[src/logic/buf_defs.svh]
// buffer geometry macros, included by the RTL and the testbench
`ifndef BUF_DEFS_SVH
`define BUF_DEFS_SVH

`define CELL_COUNT 16

`define IDX_W 4

// seven payload beats plus one footer beat per 64-byte cell
`define PAYLOAD_BEATS 7

`define BEAT_W 64

`endif

[src/logic/regs_pkg.sv]
// APB register map of the packet buffer, shared by the register block and the testbench
package regs_pkg;

    localparam int CTRL_ENABLE_BIT = 0;

    // byte addresses on the 8-bit APB address bus
    typedef enum logic [7:0] {
        CTRL     = 8'h00, // enable, resets to 1
        FREE_CNT = 8'h04, // read only
        PKT_IN   = 8'h08, // packets stored, wraps at 16 bits
        PKT_OUT  = 8'h0C  // packets sent, wraps at 16 bits
    } reg_addr_e;

endpackage

[src/logic/apb_regs.sv]
// APB slave with the enable bit, the packet counters and the free cell count
`timescale 1ns/1ps
`include "buf_defs.svh"

module apb_regs
    import regs_pkg::*;
(
    input  logic             clk,
    input  logic             rst_n,
    input  logic             psel_i,
    input  logic             penable_i,
    input  logic             pwrite_i,
    input  logic [7:0]       paddr_i,
    input  logic [31:0]      pwdata_i,
    output logic [31:0]      prdata_o,
    output logic             pready_o,
    output logic             pslverr_o,
    input  logic [`IDX_W:0]  free_cnt_i,
    input  logic             pkt_in_i,
    input  logic             pkt_out_i,
    output logic             enable_o
);
    reg_addr_e   addr;
    logic        mapped;
    logic        access;
    logic        enable_q;
    logic [15:0] pkt_in_cnt_q;
    logic [15:0] pkt_out_cnt_q;

    assign addr     = reg_addr_e'(paddr_i);
    assign access   = psel_i && penable_i;
    assign pready_o = 1'b1; // no wait states
    assign enable_o = enable_q;

    always_comb begin
        mapped   = 1'b1;
        prdata_o = '0;
        case (addr)
            CTRL:     prdata_o[CTRL_ENABLE_BIT] = enable_q;
            FREE_CNT: prdata_o[`IDX_W:0] = free_cnt_i;
            PKT_IN:   prdata_o[15:0] = pkt_in_cnt_q;
            PKT_OUT:  prdata_o[15:0] = pkt_out_cnt_q;
            default:  mapped = 1'b0;
        endcase
    end

    // only CTRL is writable
    assign pslverr_o = access && (!mapped || (pwrite_i && (addr != CTRL)));

    always_ff @(posedge clk or negedge rst_n) begin
        if (!rst_n) begin
            enable_q      <= 1'b1; // buffer runs out of reset
            pkt_in_cnt_q  <= '0;
            pkt_out_cnt_q <= '0;
        end else begin
            if (access && pwrite_i && (addr == CTRL)) begin
                enable_q <= pwdata_i[CTRL_ENABLE_BIT];
            end
            if (pkt_in_i) begin
                pkt_in_cnt_q <= pkt_in_cnt_q + 16'd1;
            end
            if (pkt_out_i) begin
                pkt_out_cnt_q <= pkt_out_cnt_q + 16'd1;
            end
        end
    end

endmodule

[config.mk]
export PLATFORM = sky130hd
export DESIGN_NAME = apb_regs
export DESIGN_NICKNAME = d
export VERILOG_FILES = /design/src/logic/regs_pkg.sv /design/src/logic/apb_regs.sv
export VERILOG_INCLUDE_DIRS = /design/src /design/src/logic
export SDC_FILE = /design/constraint.sdc
export NUM_CORES = 1
export LEC_CHECK = 0
export BUFFER_PORTS_ARGS = -buffer_cell sky130_fd_sc_hd__buf_2
export CAP_MARGIN = 20
export CORE_MARGIN = 10
export CORE_UTILIZATION = 42
export CTS_BUF_LIST = sky130_fd_sc_hd__clkbuf_16
export CTS_CLUSTER_DIAMETER = 60
export DETAILED_ROUTE_END_ITERATION = 10
export GPL_ROUTABILITY_DRIVEN = 0
export PLACE_DENSITY = 0.76
export SETUP_SLACK_MARGIN = 0.02
export SLEW_MARGIN = 10
export SYNTH_ARGS = -nofsm -noshare
export SYNTH_HDL_FRONTEND = slang
export SYNTH_SLANG_ARGS = --single-unit
[constraint.sdc]
create_clock -name clk -period 1.49 [get_ports clk]
set_input_delay 0.298 -clock clk [delete_from_list [all_inputs] [get_ports clk]]
set_output_delay 0.298 -clock clk [all_outputs]
set_load 0.005 [all_outputs]
## After elaboration in Yosys (flattened, before gate mapping)

Cells that the tools add are included.

- Reduce and logical (&&, ||, !) cells: 10
- Muxes and demuxes: 4
- Eq/ne operators: 3
- Add/sub/neg operators: 2

Operator list:

| operator | number |
|---|---|
| 16-bit by 1-bit adder with 16-bit output, second input constant | 2 |
| 11-bit one-hot mux with 2 select lines | 1 |
| 8-bit by 4-bit == test with 1-bit output, second input constant | 2 |
| 4-bit one-hot mux with 3 select lines | 1 |
| 8-bit by 3-bit == test with 1-bit output, second input constant | 1 |
| 8-bit zero test | 1 |
| 8-bit nonzero test | 1 |
| 1-bit logical AND | 5 |
| 1-bit one-hot mux with 4 select lines | 1 |
| 4-bit OR reduction | 1 |
| 1-bit zero test | 1 |
| 1-bit logical OR | 1 |
| 1-bit two-way mux | 1 |

- Logic and storage cells: 22
- Output and inout port bits: 35
- Register bits after elaboration: 33
- Bits of input ports: 52

## Depth between registers and ports, before layout

Gate-level depths: netlist of run 1.

- Word-level depth: 6
- Gate-level depth with buffers: 5
- Depth with buffers taken out: 5

## Worst setup path before layout of run 1

No wires, ideal clock.

- Path type: in2out
- Start point: input port paddr_i[2]
- End point: output port prdata_o[0]
- Stages: 3
- Data arrival time: 1172 ps
- Slack: 20 ps
- Buffers on the path: 1
- Cells stage by stage: buf_2 > mux4_2 > and2_1

- Cells in the longest elaborated chain, start to end: 2
- Elaborated cells on any way between the ends: 5

RTL lines:

| element | RTL line | text |
|---|---|---|
| from (decl) | apb_regs.sv:13 | `input logic [7:0] paddr_i,` |
| 8-bit by 4-bit == test with 1-bit output (tied with other cells) | apb_regs.sv:38 | `case (addr)` |
| 1-bit one-hot mux with 4 select lines (*) | apb_regs.sv:38 |  |
| to (decl) | apb_regs.sv:15 | `output logic [31:0] prdata_o,` |

Mark *: on every way between the ends. The rest lies on a longest branch, timed or not.

## Final worst setup path of run 1

- Start point: register pkt_in_cnt_q[0]
- End point: output port prdata_o[0]

- Cells in the longest elaborated chain, start to end: 1

RTL lines:

| element | RTL line | text |
|---|---|---|
| from (decl) | apb_regs.sv:27 | `logic [15:0] pkt_in_cnt_q;` |
| from (signal assigned) | apb_regs.sv:60 | `pkt_in_cnt_q <= pkt_in_cnt_q + 16'd1;` |
| 1-bit one-hot mux with 4 select lines | apb_regs.sv:38 |  |

No other way between the ends.

==> metrics.md, run 1 <==
| Metric | Value |
|---|---|
| Wire length on met3 | `175 microns` |
| Hold WS | `around 0.045 ns` |
| Top cell type's share of synthesized area | `0.422` |
| Post-synth top area cell | `dfrtp_1` |
| Count leader, synth | `dfrtp_1` |
| Library cells used by synthesis | `31` |
| Top sig layer | `met4` |
| First-pass GRT wire length | `7.14 mm` |
| Final worst slack | `-0.208 ns` |
| Vias in the first global route | `around 1500` |
| Worst path cell trace | `mux4_2 > and2_1 > buf_2` |
| # rows | `24` |
| Worst Path Required | `1.19 ns` |
| CP Class | `reg -> out` |
| Syn avg cell area | `approximately 10 sq um` |
| MaxCap Viol Count | `0` |
| PwrDens | `1290 nW/um^2` |
| DR WL/cell | `15.1 microns` |
| Ys Warns | `0` |
| Total Routed Length | `4.76 mm` |
| Async SR Flop Fraction | `1.00` |
| Starting density of the core | `0.436` |
| Via count | `1538` |
| IO Port Bufs | `38` |
| Critical Path AT | `1.40 ns` |
| Hold buffers post-CTS | `0` |
| Core area | `4350 sq um` |
| Post-Syn Area | `1900 sq um` |
| M1 WL | `1.92 mm` |
| Post-synth top cells | `dfrtp_1 (32), nor2_1 (26), buf_4 (17), xnor2_1 (17)` |
| CP max stage cell | `mux4_2` |
| Final period util | `1.14` |
| Clock sinks | `33` |
| Met2 Routed Length | `2.55 mm` |
| Largest net degree at the start of global routing | `34` |
| Flop-to-flop setup slack | `-0.12 ns` |
| Total global routing overflow | `0` |
| Final period demand of the worst path | `approximately 1.7 ns` |
| Antenna violations before repair | `0` |
| Drt via density | `4.87` |
| CTS buffer count | `5` |
| Simple logic cell fraction of the synthesized area | `0.190` |
| Mux cell area share after synthesis | `0.111` |
| RSZ-0062 raised after global routing | `yes` |
| Top FF cell, synth | `dfrtp_1` |
| TritonCTS clock tree | `yes` |
| # diodes | `0` |
| Placed wire-length estimate | `3.27 mm` |
| XOR/XNOR share of the synthesized area | `0.138` |
| Bufs and invs on worst path | `1` |
| CP Max Fanout | `2` |
| Worst Clk Skew | `0.00293 ns` |
| # nets final | `318` |
| Mapped Cells | `about 190` |
| DP Worst Slack | `-0.131 ns` |
| GR Util All Layers | `0.118` |
| Largest family of logic cells by synthesized area | `simple AND/OR/NAND/NOR gates` |
| EDFF count, synth | `0` |
| Worst-Skew Late Latency | `0.27 ns` |
| Routed Antenna Nets | `0` |
| Seq/Total Area, Yosys | `0.435` |
| Detailed Route Iter0 Violations | `82` |
| Fmax | `slightly below 600 MHz` |
| Min-Delay Path Class | `in -> async` |
| CP startpoint kind | `flop` |
| Crit path capture type | `primary output` |
| Dominant cells by area after synthesis | `dfrtp_1 (42%), xnor2_1 (7.8%), buf_4 (6.7%)` |
| CTS root buffer | `clkbuf_16` |
| Share of cells above drive strength 1 | `0.458` |
| Status | `finished, violations left` |
| Die area | `7610 sq um` |
| Peak VDD IR | `869 uV` |
| Compound-gate portion of the synthesized area | `0.0211` |
| Clock tree buffer depth | `2` |
| Final hold violation count | `0` |
| DRC viols | `0` |
| CP peak stage delay | `0.46 ns` |
| CP delay by family, top | `multiplexers` |
| Number of synthesized register bits | `33` |
| Final setup viols | `10` |
| CTS H-tree lvls | `2` |
| Leak pwr | `between 1 and 1.5 nW` |
| Pins Over Slew Limit | `0` |
| Clock transition at path regs | `~0.050 ns` |
| Die width | `87.2 microns` |
| Area Growth Syn to Fin | `42.9%` |
| I/O pin cnt | `87` |
| Adder-Cell Fraction of Synth Area | `0.0132` |
| Failing checks | `negative setup slack` |
| Drt first pass iters | `4` |
| Die height | `87.2 microns` |
## final cells by class
cell class / count / area, sq um
fill: 310 / 1640
multi-input combinational: 145 / 1160
sequential: 33 / 830
timing repair buffer: 74 / 503
clock buffer: 5 / 125
tap: 52 / 65.1
inverter: 5 / 18.8
clock inverter: 2 / 7.51
## where the power goes
group | switching (W) | leakage, nW | internal, W
logic | 0.000545 | 0.886 | 0.000709
clock network | 0.000336 | 0.0685 | 0.000595
registers | 0.000201 | 0.419 | 0.00111
total | 0.00108 | 1.37 | 0.00241
## state kept, by name (all words and copies together) (netlist names)
name / count
pkt_out_cnt_q: 16
enable_o: 1
pkt_in_cnt_q: 16
## routing by layer
metal | vias to the layer above | track usage
met2 | 32 | 0.207
met4 | 0 | 0.0681
met1 | 745 | 0.129
li1 | 753 | -
met3 | 8 | 0.0225
met5 | - | 0
## cell families (layout without fill, tap and decap cells)
logic type,Yosys count,after routing
simple gates,71,71
flops,33,33
xor+xnor,30,30
buf+inv,26,86
mux,19,19
compound gates,6,6
fa+ha+maj,2,2
other cells,2,17
## stage by stage
step | utilization | total power (W) | TNS (ns) | cell area, sq um | instances
3_5_place_dp | 0.512 | 0.00208 | -0.922 | 2230 | 293
2_1_floorplan | - | 0.00179 | 0 | 1960 | 204
6_report | 0.623 | 0.00349 | -0.805 | 2710 | 316
3_3_place_gp | 0.512 | 0.00205 | -0.643 | 2230 | 293
4_1_cts | 0.593 | 0.00336 | -1.19 | 2580 | 311
5_1_grt | 0.623 | 0.00371 | -1.42 | 2710 | 316
## final timing paths
path | start | endpoint | depth (start not counted)
worst max-delay path | pkt_in_cnt_q[0] | prdata_o[0] | 3
worst min-delay path | rst_n | pkt_in_cnt_q[0] | 2
worst max register to register | pkt_out_cnt_q[0] | pkt_out_cnt_q[15] | 6
worst min register to register | pkt_out_cnt_q[15] | pkt_out_cnt_q[15] | 1
max in group asynchronous | rst_n | enable_o | 2
min in group clk | pwdata_i[0] | enable_o | 2
## what timing repair did
action,CTS,global route
resized for setup,32,23
setup buffers,11,7
pin swaps,14,16
endpoints found under the setup margin,24,25
## worst reg2reg max path: stages, from the launching register on
cell and delay [ns]:
dfrtp_1 0.35, buf_4 0.16, nand3_4 0.08, or4_4 0.57, buf_4 0.17, nor2_4 0.07, xor2_1 0.13
## layout by cell type (no fill, tap or decap), types with 2 or more instances in the layout
cell       netlist  final
buf_2            2     38
dfrtp_1         32     30
buf_4           17     27
nor2_1          26     18
xnor2_1         17     17
conb_1           2     17
xor2_1          13     13
nand2_1         13     11
mux2i_1         11     10
buf_6            0      8
nand3_1          8      6
nand4_1          6      6
inv_1            5      6
clkbuf_16        0      5
nor2_2           0      4
mux2_4           0      4
a22oi_2          0      4
nor2_4           0      4
mux2_2           7      3
and3_4           0      2
nand3_4          1      2
nor3_1           5      2
nor3_2           1      2
nor3_4           0      2
nand3_2          1      2
and3_1           4      2
ha_4             0      2
dfrtp_2          0      2
(Power assumes the default switching activity.)
==> run 2: changes to the inputs <==
==> constraint.sdc (replaced) <==
create_clock -name clk -period 1.49 [get_ports clk]
set_input_delay 0.0745 -clock clk [delete_from_list [all_inputs] [get_ports clk]]
set_output_delay 0.0745 -clock clk [all_outputs]
set_load 0.005 [all_outputs]
==> run 2 against run 1 <==
  * The flow still finishes with violations (negative setup slack)
  * Non-clock buffer count fell by 10
  * Clock skew rose by 0.0015 ns
  * Cell count fell by 3.2%
  * Design area fell by 7.4%
  * Count of clock-buffer cells in the layout did not move
  * Highest routed layer unchanged
==> metrics.md, run 2 (synthesized netlist as in run 1, its figures left out) <==
| Metric | Value |
|---|---|
| Antenna violations before repair | `0 (unchanged)` |
| Routed Antenna Nets | `0 (unchanged)` |
| IO Port Bufs | `38 (unchanged)` |
| Worst Clk Skew | `0.00445 ns (was 0.00293 ns)` |
| Combinational power share | `0.315 (was 0.359)` |
| Drt via density | `4.90 (was 4.87)` |
| Total global routing overflow | `0 (unchanged)` |
| CTS root buffer | `clkbuf_16 (unchanged)` |
| Cells on worst reg2reg path | `7 (was 6)` |
| Final period demand of the worst path | `1.58 ns (was 1.70 ns)` |
| I/O pin cnt | `87 (unchanged)` |
| Status | `finished, violations left (unchanged)` |
| Peak VDD IR | `710 uV (was 869 uV)` |
| GR Layer Usage met1 | `0.127 (was 0.129)` |
| Critical Path AT | `1.77 ns (was 1.40 ns)` |
| Commonest non-fill, non-tap cells in the layout | `buf_2 (37), dfrtp_1 (32), buf_4 (22) (was buf_2 (38), dfrtp_1 (30), buf_4 (27))` |
| Flop-to-flop setup slack | `-0.09 ns (was -0.12 ns)` |
| Psw | `0.000982 W (was 0.00108 W)` |
| MaxCap Viol Count | `0 (unchanged)` |
| Final setup viols | `5 (was 10)` |
| Int Power | `0.00228 W (was 0.00241 W)` |
| Pins Over Slew Limit | `0 (unchanged)` |
| Drt first pass iters | `4 (unchanged)` |
| GR Util All Layers | `0.116 (was 0.118)` |
| Detailed Route Iter0 Violations | `67 (was 82)` |
| GR peak layer | `met2 (unchanged)` |
| Largest net degree at the start of global routing | `34 (unchanged)` |
| Worst hold path endpoint | `enable_o` |
| CP Max Fanout | `2 (unchanged)` |
| Hold WS | `0.0489 ns (was 0.0447 ns)` |
| Worst-Skew Late Latency | `0.27 ns (about the same)` |
| Reg power frac | `0.398 (was 0.375)` |
| Switching part of the total | `0.301 (was 0.310)` |
| Crit path capture type | `flop (was primary output)` |
| Fmax | `634 MHz (was 589 MHz)` |
| Worst Hold Launch | `pwdata_i[0]` |
| DR WL/cell | `14.7 microns (was 15.1 microns)` |
| Die height | `87.2 microns (unchanged)` |
| Total Routed Length | `4.51 mm (was 4.76 mm)` |
| Area Growth Syn to Fin | `32.3% (was 42.9%)` |
| Clock sinks | `33 (unchanged)` |
| Vias in the first global route | `1528 (was 1488)` |
| Final Util | `0.577 (was 0.623)` |
| Leak pwr | `1.28 nW (was 1.37 nW)` |
| Met3 Track Usage GR | `0.0309 (was 0.0225)` |
| Reg2reg start | `pkt_out_cnt_q[0] (unchanged)` |
| Clk pwr share | `0.287 (was 0.267)` |
| # diodes | `0 (unchanged)` |
| Starting density of the core | `0.436 (unchanged)` |
| CTS buffer count | `5 (unchanged)` |
| PwrDens | `1300 nW/um^2 (was 1290 nW/um^2)` |
| Final hold violation count | `0 (unchanged)` |
| Clock transition at path regs | `0.05 ns (about the same)` |
| Final period util | `1.06 (was 1.14)` |
| Die width | `87.2 microns (unchanged)` |
| Met2 Track Usage GR | `0.208 (was 0.207)` |
| RR Endpoint | `pkt_out_cnt_q[8] (was pkt_out_cnt_q[15])` |
| First-pass GRT wire length | `7.16 mm (was 7.14 mm)` |
| Core area | `4350 sq um (unchanged)` |
| # nets final | `308 (was 318)` |
| # rows | `24 (unchanged)` |
| CP Class | `reg -> reg (was reg -> out)` |
| Hold path depth | `2` |
| Via count | `1500 (was 1538)` |
| Failing checks | `negative setup slack (unchanged)` |
| TritonCTS clock tree | `yes (unchanged)` |
| Worst Path Required | `1.68 ns (was 1.19 ns)` |
| Placed wire-length estimate | `3.37 mm (was 3.27 mm)` |
| Die area | `7610 sq um (unchanged)` |
| Clock tree buffer depth | `2 (unchanged)` |
| CP startpoint kind | `flop (unchanged)` |
| DRC viols | `0 (unchanged)` |
| CTS H-tree lvls | `2 (unchanged)` |
| Final worst slack | `-0.0864 ns (was -0.208 ns)` |
| RSZ-0062 raised after global routing | `yes (unchanged)` |
| Share of cells above drive strength 1 | `0.382 (was 0.458)` |
| Min-Delay Path Class | `in -> reg (was in -> async)` |
| Most common cell after layout, fill and taps aside | `buf_2 (unchanged)` |
run 2: cell types whose count changed in the layout (fill, tap and decap cells not counted), moves of 3 or more:
| cell | before | now |
|---|---|---|
| nor2_1 | 18 | 21 |
| nor2_2 | 4 | 1 |
| buf_6 | 8 | 4 |
| buf_4 | 27 | 22 |
run 2: area by class of cell:
type / count / area [sq um]
well taps: 52 / 65.1
multi-input cells: 145 / 1060
clock buffers: 5 / 125
repair buffers: 64 / 405
clock inverters: 2 / 7.51
inverters: 5 / 18.8
fillers: 364 / 1840
flip-flops and latches: 33 / 827
run 2: worst max-delay path, stage by stage, from the launching register on:
cell and delay [ns]:
dfrtp_1 0.36, buf_4 0.13, ha_2 0.17, nand4_1 0.18
buf_4 0.21, nor2_4 0.11, and3_1 0.18, xor2_1 0.14
run 2: power by group through the flow:
stage | combinational (W) | sequential (W) | clock, W
final | 0.00103 | 0.00130 | 0.000936
after global routing | 0.00115 | 0.00133 | 0.000995
after CTS | 0.000934 | 0.00129 | 0.000951
after detailed placement | 0.000824 | 0.00131 | 0
after global placement | 0.000787 | 0.00130 | 0
after floorplan | 0.000471 | 0.00132 | 0
run 2: stage by stage:
step	area [sq um]	setup WS, ns	power (W)	setup TNS (ns)	std cells
global placement	2190	0.0404	0.00209	0	289
floorplan	1960	0.0442	0.00179	0	204
detailed placement	2190	-0.0342	0.00213	-0.0485	289
global route	2510	-0.121	0.00348	-0.571	306
CTS	2400	-0.0885	0.00318	-0.158	300
finish	2510	-0.0864	0.00327	-0.227	306
run 2: layer usage:
metal	share of wire	wire length (microns)
met4	0.013	59
met1	0.39	1740
met3	0.049	222
met5	0	0
met2	0.55	2480
run 2: worst max path at each step:
stage	start	endpoint	slack [ns]	depth (start not counted)
after floorplan	pkt_in_cnt_q[0]	pkt_in_cnt_q[14]	0.04	5
after global placement	pkt_out_cnt_q[2]	pkt_out_cnt_q[15]	0.04	4
after detailed placement	pkt_in_cnt_q[0]	pkt_in_cnt_q[14]	-0.03	5
after CTS	pkt_out_cnt_q[0]	prdata_o[0]	-0.09	4
after global routing	pkt_out_cnt_q[0]	prdata_o[0]	-0.12	4
final	pkt_out_cnt_q[0]	pkt_out_cnt_q[8]	-0.09	7
run 2: repair_timing:
| item | 4_1_cts | 5_1_grt |
|---|---|---|
| pin swaps | 2 | 9 |
| gates resized for setup | 10 | 17 |
| endpoints found under the hold margin | 32 | 0 |
| hold buffers | 1 | 0 |
| endpoints found under the setup margin | 6 | 17 |
| setup buffers | 3 | 6 |
